==> src/rtl/tftPkg.sv <==
package tftPkg;

    ////////////////////////////////////////////////////////////
    // Bus writer operations and states.
    localparam int lcdOpWidth = 2;                          // Operation code width.

    localparam logic [lcdOpWidth-1:0] opReset   = 2'd0;     // Reset pulse, then backlight.
    localparam logic [lcdOpWidth-1:0] opChipSel = 2'd1;     // CS level from word bit 0.
    localparam logic [lcdOpWidth-1:0] opData    = 2'd2;     // Write with RS high.
    localparam logic [lcdOpWidth-1:0] opCmd     = 2'd3;     // Write with RS low.

    localparam logic [1:0] wrIdle       = 2'd0;             // Waiting for a request.
    localparam logic [1:0] wrRstLow     = 2'd1;             // Holding LCD_RST low.
    localparam logic [1:0] wrStrobeLow  = 2'd2;             // WR low phase.
    localparam logic [1:0] wrStrobeHigh = 2'd3;             // WR high phase.

    ////////////////////////////////////////////////////////////
    // Panel command set.
    localparam logic [7:0] cmdSleepOut  = 8'h11;            // Leave sleep mode.
    localparam logic [7:0] cmdDisplayOn = 8'h29;            // Enable output.
    localparam logic [7:0] cmdScanDir   = 8'h36;            // Memory access control.
    localparam logic [7:0] cmdColSet    = 8'h2A;            // CASET.
    localparam logic [7:0] cmdRowSet    = 8'h2B;            // RASET.
    localparam logic [7:0] cmdMemWrite  = 8'h2C;            // RAMWR.

    localparam logic [15:0] scanDirValue = 16'h0000;        // Default scan, RGB order.

    ////////////////////////////////////////////////////////////
    // Timing, widths and frame size.
    localparam int wrLowCycles     = 2;                     // WR low length.
    localparam int wrHighCycles    = 2;                     // WR high length.
    localparam int rstLowCycles    = 16;                    // Reset pulse length.
    localparam int wakeDelayCycles = 500;                   // Settle after sleep-out.
    localparam int phaseWidth      = $clog2(rstLowCycles + 1);
    localparam int delayWidth      = $clog2(wakeDelayCycles + 1);

    localparam int sdramAddrWidth = 24;                     // Bank, row and column.
    localparam int burstWords     = 4;                      // Words per SDRAM read.
    localparam int defaultHActive = 480;                    // Columns.
    localparam int defaultVActive = 800;                    // Rows.

    // One bus word, seen either as a command or as a pixel.
    typedef struct packed {
        logic [7:0] opcode;                                 // Command code.
        logic [7:0] index;                                  // Parameter index.
    } lcdCmd_t;

    typedef struct packed {
        logic [4:0] red;
        logic [5:0] green;
        logic [4:0] blue;
    } lcdPixel_t;                                           // RGB565.

    typedef union packed {
        lcdCmd_t   cmd;
        lcdPixel_t pixel;
    } lcdWord_u;

endpackage

==> src/rtl/cmdSequencer.sv <==
`timescale 1ns/1ps

module cmdSequencer #(
    parameter int hActive = tftPkg::defaultHActive,
    parameter int vActive = tftPkg::defaultVActive
) (
    input  logic                          clk,
    input  logic                          rst_n,
    output logic                          seqReq,
    output logic [tftPkg::lcdOpWidth-1:0] seqOp,
    output tftPkg::lcdWord_u              seqWord,
    input  logic                          seqDone,
    output logic                          frameStart,
    input  logic                          frameDone
);
    import tftPkg::*;

    logic [4:0]            step;                            // 0..7 wake-up, 8..27 frame.
    logic                  hold;                            // Gap cycle after each done.
    logic [delayWidth-1:0] delayCnt;                        // Sleep-out settle count.
    logic [4:0]            winOffset;                       // Position in window block.
    logic [2:0]            winPair;                         // Columns 0..3, rows 4..7.
    logic [15:0]           winEnd;                          // Last column or row.
    logic [7:0]            winByte;                         // Data byte of the pair.

    assign winOffset = step - 5'd9;
    assign winPair   = winOffset[3:1];
    assign winEnd    = winPair[2] ? 16'(vActive - 1) : 16'(hActive - 1);
    // Index 0 and 1 carry the start (0), 2 and 3 the end.
    assign winByte   = !winPair[1] ? 8'h00 : (winPair[0] ? winEnd[7:0] : winEnd[15:8]);

    assign seqReq = (step != 5'd3) && (step != 5'd26) && !hold;

    ////////////////////////////////////////////////////////////
    // Operation for each step.
    always_comb begin
        seqOp   = opCmd;
        seqWord = '0;
        if (step >= 5'd9 && step <= 5'd24) begin
            if (winOffset[0]) begin
                seqOp   = opData;
                seqWord = {8'h00, winByte};
            end else begin
                seqWord.cmd.opcode = winPair[2] ? cmdRowSet : cmdColSet;
                seqWord.cmd.index  = {6'd0, winPair[1:0]};
            end
        end else begin
            case (step)
                5'd0: seqOp = opReset;
                5'd1, 5'd8: seqOp = opChipSel;              // CS low.
                5'd2: seqWord.cmd.opcode = cmdSleepOut;
                5'd4: seqWord.cmd.opcode = cmdDisplayOn;
                5'd5: seqWord.cmd.opcode = cmdScanDir;
                5'd6: begin
                    seqOp   = opData;
                    seqWord = scanDirValue;
                end
                5'd7, 5'd27: begin
                    seqOp   = opChipSel;                    // CS high.
                    seqWord = 16'd1;
                end
                5'd25: seqWord.cmd.opcode = cmdMemWrite;
                default: seqWord = '0;                      // No bus use.
            endcase
        end
    end

    always_ff @(posedge clk or negedge rst_n) begin
        if (!rst_n) begin
            step       <= '0;
            hold       <= 1'b0;
            delayCnt   <= '0;
            frameStart <= 1'b0;
        end else begin
            hold       <= seqDone;
            frameStart <= 1'b0;
            case (step)
                5'd3: begin
                    if (delayCnt == delayWidth'(wakeDelayCycles - 1)) begin
                        delayCnt <= '0;
                        step     <= step + 5'd1;
                    end else begin
                        delayCnt <= delayCnt + 1'b1;
                    end
                end
                5'd25: begin
                    if (seqDone) begin
                        frameStart <= 1'b1;                 // Streamer owns the frame.
                        step       <= 5'd26;
                    end
                end
                5'd26: if (frameDone) step <= 5'd27;
                5'd27: if (seqDone) step <= 5'd8;           // Next frame.
                default: if (seqDone) step <= step + 5'd1;
            endcase
        end
    end

endmodule

==> src/rtl/lcdArbiter.sv <==
`timescale 1ns/1ps

module lcdArbiter (
    input  logic                          clk,
    input  logic                          rst_n,
    input  logic                          seqReq,
    input  logic [tftPkg::lcdOpWidth-1:0] seqOp,
    input  tftPkg::lcdWord_u              seqWord,
    output logic                          seqDone,
    input  logic                          pixReq,
    input  logic [tftPkg::lcdOpWidth-1:0] pixOp,
    input  tftPkg::lcdWord_u              pixWord,
    output logic                          pixDone,
    output logic                          busReq,
    output logic [tftPkg::lcdOpWidth-1:0] busOp,
    output tftPkg::lcdWord_u              busWord,
    input  logic                          busDone
);

    logic busy;                                             // Operation in flight.
    logic ownerPix;                                         // Grant held by the streamer.

    // Grant only between operations, sequencer first.
    always_ff @(posedge clk or negedge rst_n) begin
        if (!rst_n) begin
            busy     <= 1'b0;
            ownerPix <= 1'b0;
        end else if (!busy) begin
            if (seqReq) begin
                busy     <= 1'b1;
                ownerPix <= 1'b0;
            end else if (pixReq) begin
                busy     <= 1'b1;
                ownerPix <= 1'b1;
            end
        end else if (busDone) begin
            busy <= 1'b0;                                   // Free after writer done.
        end
    end

    assign busReq  = busy && (ownerPix ? pixReq : seqReq);
    assign busOp   = ownerPix ? pixOp : seqOp;
    assign busWord = ownerPix ? pixWord : seqWord;
    assign seqDone = busDone && busy && !ownerPix;          // Owner only.
    assign pixDone = busDone && busy && ownerPix;

endmodule

==> src/rtl/lcdBusWriter.sv <==
`timescale 1ns/1ps

module lcdBusWriter (
    input  logic                          clk,
    input  logic                          rst_n,
    input  logic                          req,
    input  logic [tftPkg::lcdOpWidth-1:0] op,
    input  tftPkg::lcdWord_u              word,
    output logic                          done,
    output logic                          lcdRst,
    output logic                          lcdBacklight,
    output logic                          lcdCs,
    output logic                          lcdRs,
    output logic                          lcdWr,
    output logic                          lcdRd,
    output logic [15:0]                   lcdData
);
    import tftPkg::*;

    logic [1:0]            state;                           // Writer FSM.
    logic [phaseWidth-1:0] phaseCnt;                        // Cycles spent in a phase.
    logic                  accept;                          // New operation taken.

    // Done still high means the master has not dropped req yet.
    assign accept = (state == wrIdle) && req && !done;
    assign lcdRd  = 1'b1;                                   // Read path unused.

    always_ff @(posedge clk) begin
        if (accept && (op == opData || op == opCmd)) begin
            lcdData <= word;                                // Stable through the strobe.
        end
    end

    ////////////////////////////////////////////////////////////
    // Reset pulse, CS level and write strobe.
    always_ff @(posedge clk or negedge rst_n) begin
        if (!rst_n) begin
            state        <= wrIdle;
            phaseCnt     <= '0;
            done         <= 1'b0;
            lcdRst       <= 1'b0;                           // Pulse still to come.
            lcdBacklight <= 1'b0;
            lcdCs        <= 1'b1;
            lcdRs        <= 1'b0;
            lcdWr        <= 1'b1;
        end else begin
            done <= 1'b0;                                   // Single-cycle pulse.
            case (state)
                wrIdle: begin
                    if (accept) begin
                        phaseCnt <= '0;
                        case (op)
                            opReset: begin
                                lcdRst <= 1'b0;
                                state  <= wrRstLow;
                            end
                            opChipSel: begin
                                lcdCs <= word[0];           // Level from bit 0.
                                done  <= 1'b1;
                            end
                            default: begin
                                lcdRs <= (op == opData);    // Low for commands.
                                lcdWr <= 1'b0;
                                state <= wrStrobeLow;
                            end
                        endcase
                    end
                end
                wrRstLow: begin
                    if (phaseCnt == phaseWidth'(rstLowCycles - 1)) begin
                        lcdRst       <= 1'b1;               // Release panel.
                        lcdBacklight <= 1'b1;
                        done         <= 1'b1;
                        state        <= wrIdle;
                    end else begin
                        phaseCnt <= phaseCnt + 1'b1;
                    end
                end
                wrStrobeLow: begin
                    if (phaseCnt == phaseWidth'(wrLowCycles - 1)) begin
                        lcdWr    <= 1'b1;                   // Panel samples here.
                        phaseCnt <= '0;
                        state    <= wrStrobeHigh;
                    end else begin
                        phaseCnt <= phaseCnt + 1'b1;
                    end
                end
                default: begin
                    if (phaseCnt == phaseWidth'(wrHighCycles - 1)) begin
                        done  <= 1'b1;
                        state <= wrIdle;
                    end else begin
                        phaseCnt <= phaseCnt + 1'b1;
                    end
                end
            endcase
        end
    end

endmodule

==> src/rtl/pixelStreamer.sv <==
`timescale 1ns/1ps

module pixelStreamer #(
    parameter int hActive = tftPkg::defaultHActive,
    parameter int vActive = tftPkg::defaultVActive
) (
    input  logic                              clk,
    input  logic                              rst_n,
    input  logic                              frameStart,
    output logic                              frameDone,
    output logic                              pixReq,
    output logic [tftPkg::lcdOpWidth-1:0]     pixOp,
    output tftPkg::lcdWord_u                  pixWord,
    input  logic                              pixDone,
    output logic [tftPkg::sdramAddrWidth-1:0] sdramRdAddr,
    output logic                              sdramRdReq,
    input  logic                              sdramRdDone,
    input  logic [15:0]                       sdramData0,
    input  logic [15:0]                       sdramData1,
    input  logic [15:0]                       sdramData2,
    input  logic [15:0]                       sdramData3
);
    import tftPkg::*;

    logic                          writing;                 // Draining the buffer.
    logic                          hold;                    // Gap cycle after each done.
    logic [$clog2(burstWords)-1:0] wordIdx;                 // Next buffered word.
    logic [15:0]                   pixBuf [burstWords];     // One SDRAM group.
    logic [sdramAddrWidth-1:0]     lastAddr;                // Start of the final group.

    assign lastAddr = sdramAddrWidth'(hActive * vActive - burstWords);
    assign pixReq   = writing && !hold;
    assign pixOp    = opData;
    assign pixWord  = pixBuf[wordIdx];

    always_ff @(posedge clk) begin
        if (sdramRdReq && sdramRdDone) begin
            pixBuf[0] <= sdramData0;                        // Word at the address.
            pixBuf[1] <= sdramData1;
            pixBuf[2] <= sdramData2;
            pixBuf[3] <= sdramData3;
        end
    end

    always_ff @(posedge clk or negedge rst_n) begin
        if (!rst_n) begin
            sdramRdReq  <= 1'b0;
            sdramRdAddr <= '0;
            writing     <= 1'b0;
            hold        <= 1'b0;
            wordIdx     <= '0;
            frameDone   <= 1'b0;
        end else begin
            hold      <= pixDone;
            frameDone <= 1'b0;
            if (frameStart && !sdramRdReq && !writing) begin
                sdramRdReq <= 1'b1;                         // First group.
            end
            if (sdramRdReq && sdramRdDone) begin
                sdramRdReq <= 1'b0;
                writing    <= 1'b1;
                wordIdx    <= '0;
            end
            if (pixDone) begin
                if (wordIdx == $bits(wordIdx)'(burstWords - 1)) begin
                    writing <= 1'b0;
                    if (sdramRdAddr == lastAddr) begin
                        sdramRdAddr <= '0;                  // Wrap for next frame.
                        frameDone   <= 1'b1;
                    end else begin
                        sdramRdAddr <= sdramRdAddr + sdramAddrWidth'(burstWords);
                        sdramRdReq  <= 1'b1;
                    end
                end else begin
                    wordIdx <= wordIdx + 1'b1;
                end
            end
        end
    end

endmodule

==> src/rtl/tftAdapter.sv <==
`timescale 1ns/1ps

module tftAdapter #(
    parameter int hActive = tftPkg::defaultHActive,
    parameter int vActive = tftPkg::defaultVActive
) (
    input  logic                              clk,
    input  logic                              rst_n,
    output logic [tftPkg::sdramAddrWidth-1:0] sdramRdAddr,
    output logic                              sdramRdReq,
    input  logic                              sdramRdDone,
    input  logic [15:0]                       sdramData0,
    input  logic [15:0]                       sdramData1,
    input  logic [15:0]                       sdramData2,
    input  logic [15:0]                       sdramData3,
    output logic                              lcdRst,
    output logic                              lcdBacklight,
    output logic                              lcdCs,
    output logic                              lcdRs,
    output logic                              lcdWr,
    output logic                              lcdRd,
    output logic [15:0]                       lcdData
);
    import tftPkg::*;

    logic                  seqReq, seqDone, pixReq, pixDone;
    logic                  busReq, busDone, frameStart, frameDone;
    logic [lcdOpWidth-1:0] seqOp, pixOp, busOp;
    lcdWord_u              seqWord, pixWord, busWord;

    ////////////////////////////////////////////////////////////
    // Two engines sharing one panel bus.
    cmdSequencer #(.hActive(hActive), .vActive(vActive)) uSeq (
        .clk(clk), .rst_n(rst_n),
        .seqReq(seqReq), .seqOp(seqOp), .seqWord(seqWord), .seqDone(seqDone),
        .frameStart(frameStart), .frameDone(frameDone)
    );

    pixelStreamer #(.hActive(hActive), .vActive(vActive)) uPix (
        .clk(clk), .rst_n(rst_n),
        .frameStart(frameStart), .frameDone(frameDone),
        .pixReq(pixReq), .pixOp(pixOp), .pixWord(pixWord), .pixDone(pixDone),
        .sdramRdAddr(sdramRdAddr), .sdramRdReq(sdramRdReq), .sdramRdDone(sdramRdDone),
        .sdramData0(sdramData0), .sdramData1(sdramData1),
        .sdramData2(sdramData2), .sdramData3(sdramData3)
    );

    lcdArbiter uArb (
        .clk(clk), .rst_n(rst_n),
        .seqReq(seqReq), .seqOp(seqOp), .seqWord(seqWord), .seqDone(seqDone),
        .pixReq(pixReq), .pixOp(pixOp), .pixWord(pixWord), .pixDone(pixDone),
        .busReq(busReq), .busOp(busOp), .busWord(busWord), .busDone(busDone)
    );

    lcdBusWriter uWriter (
        .clk(clk), .rst_n(rst_n),
        .req(busReq), .op(busOp), .word(busWord), .done(busDone),
        .lcdRst(lcdRst), .lcdBacklight(lcdBacklight), .lcdCs(lcdCs),
        .lcdRs(lcdRs), .lcdWr(lcdWr), .lcdRd(lcdRd), .lcdData(lcdData)
    );

endmodule

==> config.mk <==
export PLATFORM = sky130hd
export DESIGN_NAME = tftAdapter
export DESIGN_NICKNAME = d
export VERILOG_FILES = /design/src/rtl/tftPkg.sv /design/src/rtl/cmdSequencer.sv /design/src/rtl/lcdArbiter.sv /design/src/rtl/lcdBusWriter.sv /design/src/rtl/pixelStreamer.sv /design/src/rtl/tftAdapter.sv
export SDC_FILE = /design/constraint.sdc
export NUM_CORES = 1
export LEC_CHECK = 0
export ABC_AREA = 0
export BUFFER_PORTS_ARGS = -buffer_cell sky130_fd_sc_hd__buf_4
export CORE_MARGIN = 3
export CORE_UTILIZATION = 60
export DETAILED_ROUTE_END_ITERATION = 6
export PLACE_DENSITY = 0.85
export SLEW_MARGIN = 20
export SYNTH_ARGS = -nofsm -noshare
export SYNTH_HDL_FRONTEND = slang
export SYNTH_SLANG_ARGS = --single-unit
export TNS_END_PERCENT = 1
==> constraint.sdc <==
create_clock -name clk -period 7.15 [get_ports clk]
set_clock_uncertainty 0.05 [all_clocks]
set_input_delay 0.715 -clock clk [delete_from_list [all_inputs] [get_ports clk]]
set_output_delay 0.715 -clock clk [all_outputs]
set_load 0.01 [all_outputs]
Word level (Yosys, flattened, before mapping). Memories as Yosys holds them, arrays and structs flattened. Index checks and enable logic that the tools add are counted.

Add/subtract/negate cells: 6. Multiply operators: 0. Divide/modulo/power cells: 0. $lt $le $gt $ge: 2. Equal/unequal tests: 35. Shift-type cells: 0. Muxes and demuxes: 70. Bitwise gates (word level): 2. Reduce and logical (&&, ||, !) cells: 42.

Operator list (count): 2-to-1 mux 16 bit (3); 2-to-1 mux 5 bit (9); 2-to-1 mux 1 bit (35); adder 24 x 3 -> 24 bit, second input constant (1); == test 24 x 19 -> 1 bit, second input constant (1); 2-to-1 mux 24 bit (1); one-hot mux 6 bit (4 select lines) (1); == test 5 x 3 -> 1 bit, second input constant (4); one-hot mux 5 bit (4 select lines) (1); 2-to-1 mux 2 bit (9); 2-to-1 mux 8 bit (2); == test 5 bit, second input constant (3); one-hot mux 5 bit (3 select lines) (1); logical AND 1 bit (14); inequality test 2 x 1 -> 1 bit, second input constant (7); one-hot mux 2 bit (3 select lines) (2); adder 5 x 1 -> 5 bit, second input constant (2); == test 5 x 1 -> 1 bit, second input constant (2); == test 5 x 2 -> 1 bit, second input constant (2); == test 5 x 4 -> 1 bit, second input constant (2); 2-to-1 mux 10 bit (1); AND reduction 5 bit (2); adder 9 x 1 -> 9 bit, second input constant (1); == test 9 bit, second input constant (1); 26 further kinds (50).

Bits in registers: 77. Bits in latches: 0. Bits in writable memories: 64. Memory bits (read-only): 0. Input port bits: 67. Output and inout bits: 47. Word-level logic and storage cells: 179. Memories: 1.

Memories: uPix.pixBuf (depth 4, width 16, rd ports 1, clocked after memory_dff 0, wr ports 4, line pixelStreamer.sv:28) `logic [15:0] pixBuf [burstWords];`.

Logic depth before layout (Yosys ltp).
Depth after elaboration: 10. Gate-level depth with buffers: 8. Gate-level depth less buffers: 8.

By module. From an unflattened synthesis, not the netlist that was laid out.

Cell total of the unflattened synthesis: 510. Area total of the unflattened synthesis: 6660.1 µm².

By module, submodules not included: pixelStreamer (instances 1, cells each 212, area an instance 3666.0 µm², sequential area each 2622.5 µm²); cmdSequencer (instances 1, cells each 171, area an instance 1398.8 µm², sequential area each 400.4 µm²); lcdBusWriter (instances 1, cells each 96, area an instance 1265.0 µm², sequential area each 808.3 µm²); lcdArbiter (instances 1, cells each 31, area an instance 330.3 µm², sequential area each 50.0 µm²).

Least setup slack after synthesis. Ideal clock, no wire load.

Kind: register to register. Start: register uSeq.step[0]. End: register uWriter.lcdData[0], enable pin. Setup time: 0.364 ns. Arrival time: 2.219 ns. Data required time: 6.736 ns. Path slack: 4.517 ns. Stages on the path, launching flop included: 9. Path buffers: 1. Period minus slack after synthesis: 2.633 ns. Path through: dfrtp_1 -> buf_2 -> inv_1 -> ha_1 -> mux2_2 -> a211oi_2 -> a211o_1 -> nand3_1 -> inv_1.

Cells in the longest elaborated chain, start to end: 8. Elaborated cells on any way between the ends: 27. Classes of those cells: add/sub (1); order compare (2); eq/ne (9); mux (5); reduce/logical (10).

RTL lines: from (decl) (line cmdSequencer.sv:18) `logic [4:0] step;`; from (signal assigned) (line cmdSequencer.sv:81) `step <= step + 5'd1;`; from (signal assigned) (line cmdSequencer.sv:94) `default: if (seqDone) step <= step + 5'd1;`; == test 5 x 1 -> 1 bit, or another cell as far along (line cmdSequencer.sv:48) `case (step)`; OR reduction 4 bit (no source line) / logical AND 1 bit (equally long branches); one-hot mux 2 bit (3 select lines) / logical AND 1 bit (equally long branches) (line cmdSequencer.sv:48, cmdSequencer.sv:32); 2-to-1 mux 2 bit / 2-to-1 mux 1 bit (equally long branches) (line cmdSequencer.sv:39, lcdArbiter.sv:41); 2-to-1 mux 2 bit / logical AND 1 bit (equally long branches) (line lcdArbiter.sv:42, lcdArbiter.sv:41); == test 2 bit / logical AND 1 bit (equally long branches) (line lcdBusWriter.sv:29, lcdBusWriter.sv:25); logical OR 1 bit / logical AND 1 bit (equally long branches) (line lcdBusWriter.sv:29, lcdBusWriter.sv:25); logical AND 1 bit * (line lcdBusWriter.sv:29) `if (accept && (op == opData || op == opCmd)) begin`; to (signal assigned) (line lcdBusWriter.sv:30) `lcdData <= word;`; to (decl) (line lcdBusWriter.sv:16) `output logic [15:0] lcdData`.

Mark *: on every way between the ends. The rest lies on a longest branch, timed or not. A chain may end at the register's enable or synchronous reset.

Worst setup path in the final report. Same ends and word-level chain as after synthesis.

==> flow_metrics.py <==
metrics = {
    "timing": {
        "fin_hold_ws_ns": 0.180,
        "worst_pin_slew_ns": 0.843,
        "clock.fmax_mhz": 326,
        "grt_setup_unrepaired": "no",
        "setup_tns_ns": 0,
        "slew-limit-headroom": 0.438,
        "post-route-period-util": 0.430,
        "slew_viol_final": 0,
        "period_minus_slack_ns": 3.07,
        "setup_viol": 0,
        "hold_violations": 0,
    },
    "logic_synthesis": {
        "synth_top_flop_cell": "edfxtp_1",
        "syn_area_um2": 6450,
        "avgSynthCellArea_um2": 12.8,
        "postSynth.asyncResetShare": 0.424,
        "synth_edf_count": 80,
        "netlist-cell-type-count": 70,
        "synth_seq_cells": 139,
        "yosysSeqAreaShare": 0.602,
        "synthCells": 502,
        "ys_warn_count": 0,
    },
    "grt": {
        "overflow": 0,
        "antenna_found_initial": 0,
        "grt_max_degree": 60,
        "grtUsageTotal": 0.246,
        "grt_pass1_vias": 4461,
        "grt_pass1_wl_um": 22200,
    },
    "place": {
        "io_buffers": 110,
        "gp_congestion": 0.850,
        "dpl.hpwl_um": 9690,
    },
    "layout": {
        "final_nets": 695,
        "num_antenna_cells": 0,
        "mostFrequentLayoutCells": "buf_4 (112), edfxtp_1 (80), dfrtp_1 (56)",
        "n_fill_cell": 616,
        "syn_to_final_growth_pct": 22.5,
        "final_common_cell": "buf_4",
        "drive_gt1_frac": 0.298,
    },
    "worst_setup_path": {
        "critPathKind": "flip-flop to flip-flop",
        "cp.required_ns": 7.26,
        "rr_worst_depth": 7,
        "crit_family": "buffers and inverters",
        "path_max_fanout": 16,
        "cp.depth": 7,
        "cp_common_cell": "inv_1",
        "end_kind": "flip-flop",
        "worst_path_max_delay_cell": "dfrtp_1",
        "cp.arrival_ns": 3.19,
        "rr_startpoint": "uSeq.step[0]$_DFFE_PN0P_",
        "cpPeakStageDelay_ns": 0.55,
        "r2r_end": "uWriter.lcdData[0]$_DFFE_PP_",
        "r2r_slack_ns": 4.08,
        "path_cells": "inv_1 -> ha_1 -> mux2_2 -> a211oi_2 -> a211o_1 -> nand3_1 -> inv_1",
        "worst_setup_path_start_kind": "flip-flop",
        "critical_path_buf_inv_count": 2,
    },
    "power_and_ir_drop": {
        "power.total_mw": 2.32,
        "p_seq_frac": 0.457,
        "p_leak_nw": 3.28,
        "switching_power_mw": 0.680,
        "combPwrFrac": 0.202,
        "power.density_nw_per_um2": 294,
        "pwr-share-clk": 0.341,
        "p_int_mw": 1.64,
        "p_sw_frac": 0.293,
        "ir_drop_v": 0.000203,
    },
    "clock_network": {
        "cts_sinks": 139,
        "cts_root_buf": "clkbuf_8",
        "cts_tree": "yes",
        "cts.path.max_buffers": 2,
        "cts_buffers": 17,
        "insertion_delay_ns": 0.53,
        "h-tree-depth": 4,
        "clkTransAtPathRegs_ns": 0.06,
        "cts_hold_buf": 0,
        "cts_setup_buffers": 0,
        "ctsResizeCount": 0,
    },
    "routing": {
        "ant_nets": 0,
        "drt_iter0_markers": 343,
        "via_per_inst": 5.93,
        "route.vias.total": 4512,
        "firstDrtPassIters": 6,
        "avgRoutedWirePerCell_um": 18.1,
        "routed_wl_um": 13800,
        "drc_errors": 0,
    },
    "floorplan": {
        "start_util": 0.622,
        "core_area_um2": 10400,
        "num_rows": 37,
        "die_area_um2": 12000,
        "io-pin-count": 114,
        "die_x_um": 110,
        "die_height_um": 110,
    },
    "hold_path": {
        "hold_class": "primary input to asynchronous set/reset pin",
    },
    "run_status": {
        "status": "complete, no violations",
    },
    "run": {
        "cap_violations": 0,
    },
}
-- stage by stage --
stage	std cells	setup WS (ns)	utilization	area [um2]
floorplan	503	4.52	-	6450
global placement	729	4.21	0.709	7360
detailed placement	729	4.09	0.709	7360
CTS	761	4.01	0.762	7900
global route	761	3.84	0.762	7900
finish	761	4.08	0.762	7900
-- synth_stat cells, drive strengths merged (4+ instances only) --
master / n / area share
xnor2: 14 / 0.019
o31ai: 7 / 0.0082
buf: 13 / 0.011
nand2b: 7 / 0.0068
a22oi: 4 / 0.0047
and3: 8 / 0.0078
nand2: 46 / 0.027
mux4: 16 / 0.056
nand3: 15 / 0.012
edfxtp: 80 / 0.37
inv: 19 / 0.011
xor2: 12 / 0.016
and2: 7 / 0.0072
a21o: 5 / 0.0058
a21oi: 15 / 0.012
nand4: 11 / 0.013
or4: 4 / 0.0052
nor2b: 7 / 0.0068
ha: 16 / 0.031
dfrtp: 57 / 0.22
o21ai: 20 / 0.016
nor3: 10 / 0.0085
nor2: 38 / 0.022
mux2: 7 / 0.012
clkbuf: 9 / 0.0052
-- worst max-delay path by stage --
stage                              start  slack [ns]                          endpoint
3_3_place_gp    uSeq.step[0]$_DFFE_PN0P_        4.21      uWriter.lcdData[0]$_DFFE_PP_
6_report        uSeq.step[0]$_DFFE_PN0P_        4.08      uWriter.lcdData[0]$_DFFE_PP_
2_1_floorplan   uSeq.step[0]$_DFFE_PN0P_        4.52      uWriter.lcdData[0]$_DFFE_PP_
3_5_place_dp   uPix.wordIdx[0]$_DFF_PN0_        4.09  uPix.sdramRdAddr[20]$_DFFE_PN0P_
5_1_grt         uSeq.step[0]$_DFFE_PN0P_        3.84     uWriter.lcdData[13]$_DFFE_PP_
4_1_cts        uPix.wordIdx[0]$_DFF_PN0_        4.01  uPix.sdramRdAddr[20]$_DFFE_PN0P_
-- area by class of cell --
class	instances	area [um2]	share of cell area
Inverter	19	71.3	0.00903
Clock inverter	15	129	0.0163
Sequential cell	139	3880	0.491
Clock buffer	17	414	0.0524
Tap cell	136	170	0.0215
Timing Repair Buffer	112	841	0.106
Multi-Input combinational cell	323	2390	0.303
-- power by group through the flow --
stage                     Combinational, mW  Sequential (mW)  Clock [mW]
final                                 0.468             1.06       0.792
after global routing                  0.519             1.07       0.840
after CTS                             0.470             1.06       0.800
after detailed placement              0.466             1.08           0
after global placement                0.450             1.07           0
after floorplan                       0.344             1.03           0
-- registers in the layout, summed over array words and instances (netlist names), 2 cells and up --
signal and flops:
uPix.pixBuf 64, uWriter.state 2, uWriter.lcdData 16, uWriter.phaseCnt 5
uSeq.step 5, uPix.wordIdx 2, uPix.sdramRdAddr 22, uSeq.delayCnt 9
-- routing by layer --
layer	global-route usage	vias to the layer above	wire [um]
li1	-	2085	-
met4	0.0801	0	311
met2	0.420	198	7250
met5	0	-	0
met1	0.308	2200	5340
met3	0.0611	29	897
-- cells by family (layout without fill, tap and decap cells) --
kind of cell               after synthesis  after routing  synth area share
xor gates and xnor gates                26             26            0.0353
and+or+nand+nor                        172            172             0.143
muxes                                   26             26            0.0728
adders and majority gates               16             16            0.0310
other                                    2              3           0.00116
DFF                                    139            139             0.602
buffers and inverters                   41            163            0.0276
AOI/OAI and AO/OA                       80             80            0.0869
No activity file was read; power rests on OpenSTA's default activity.
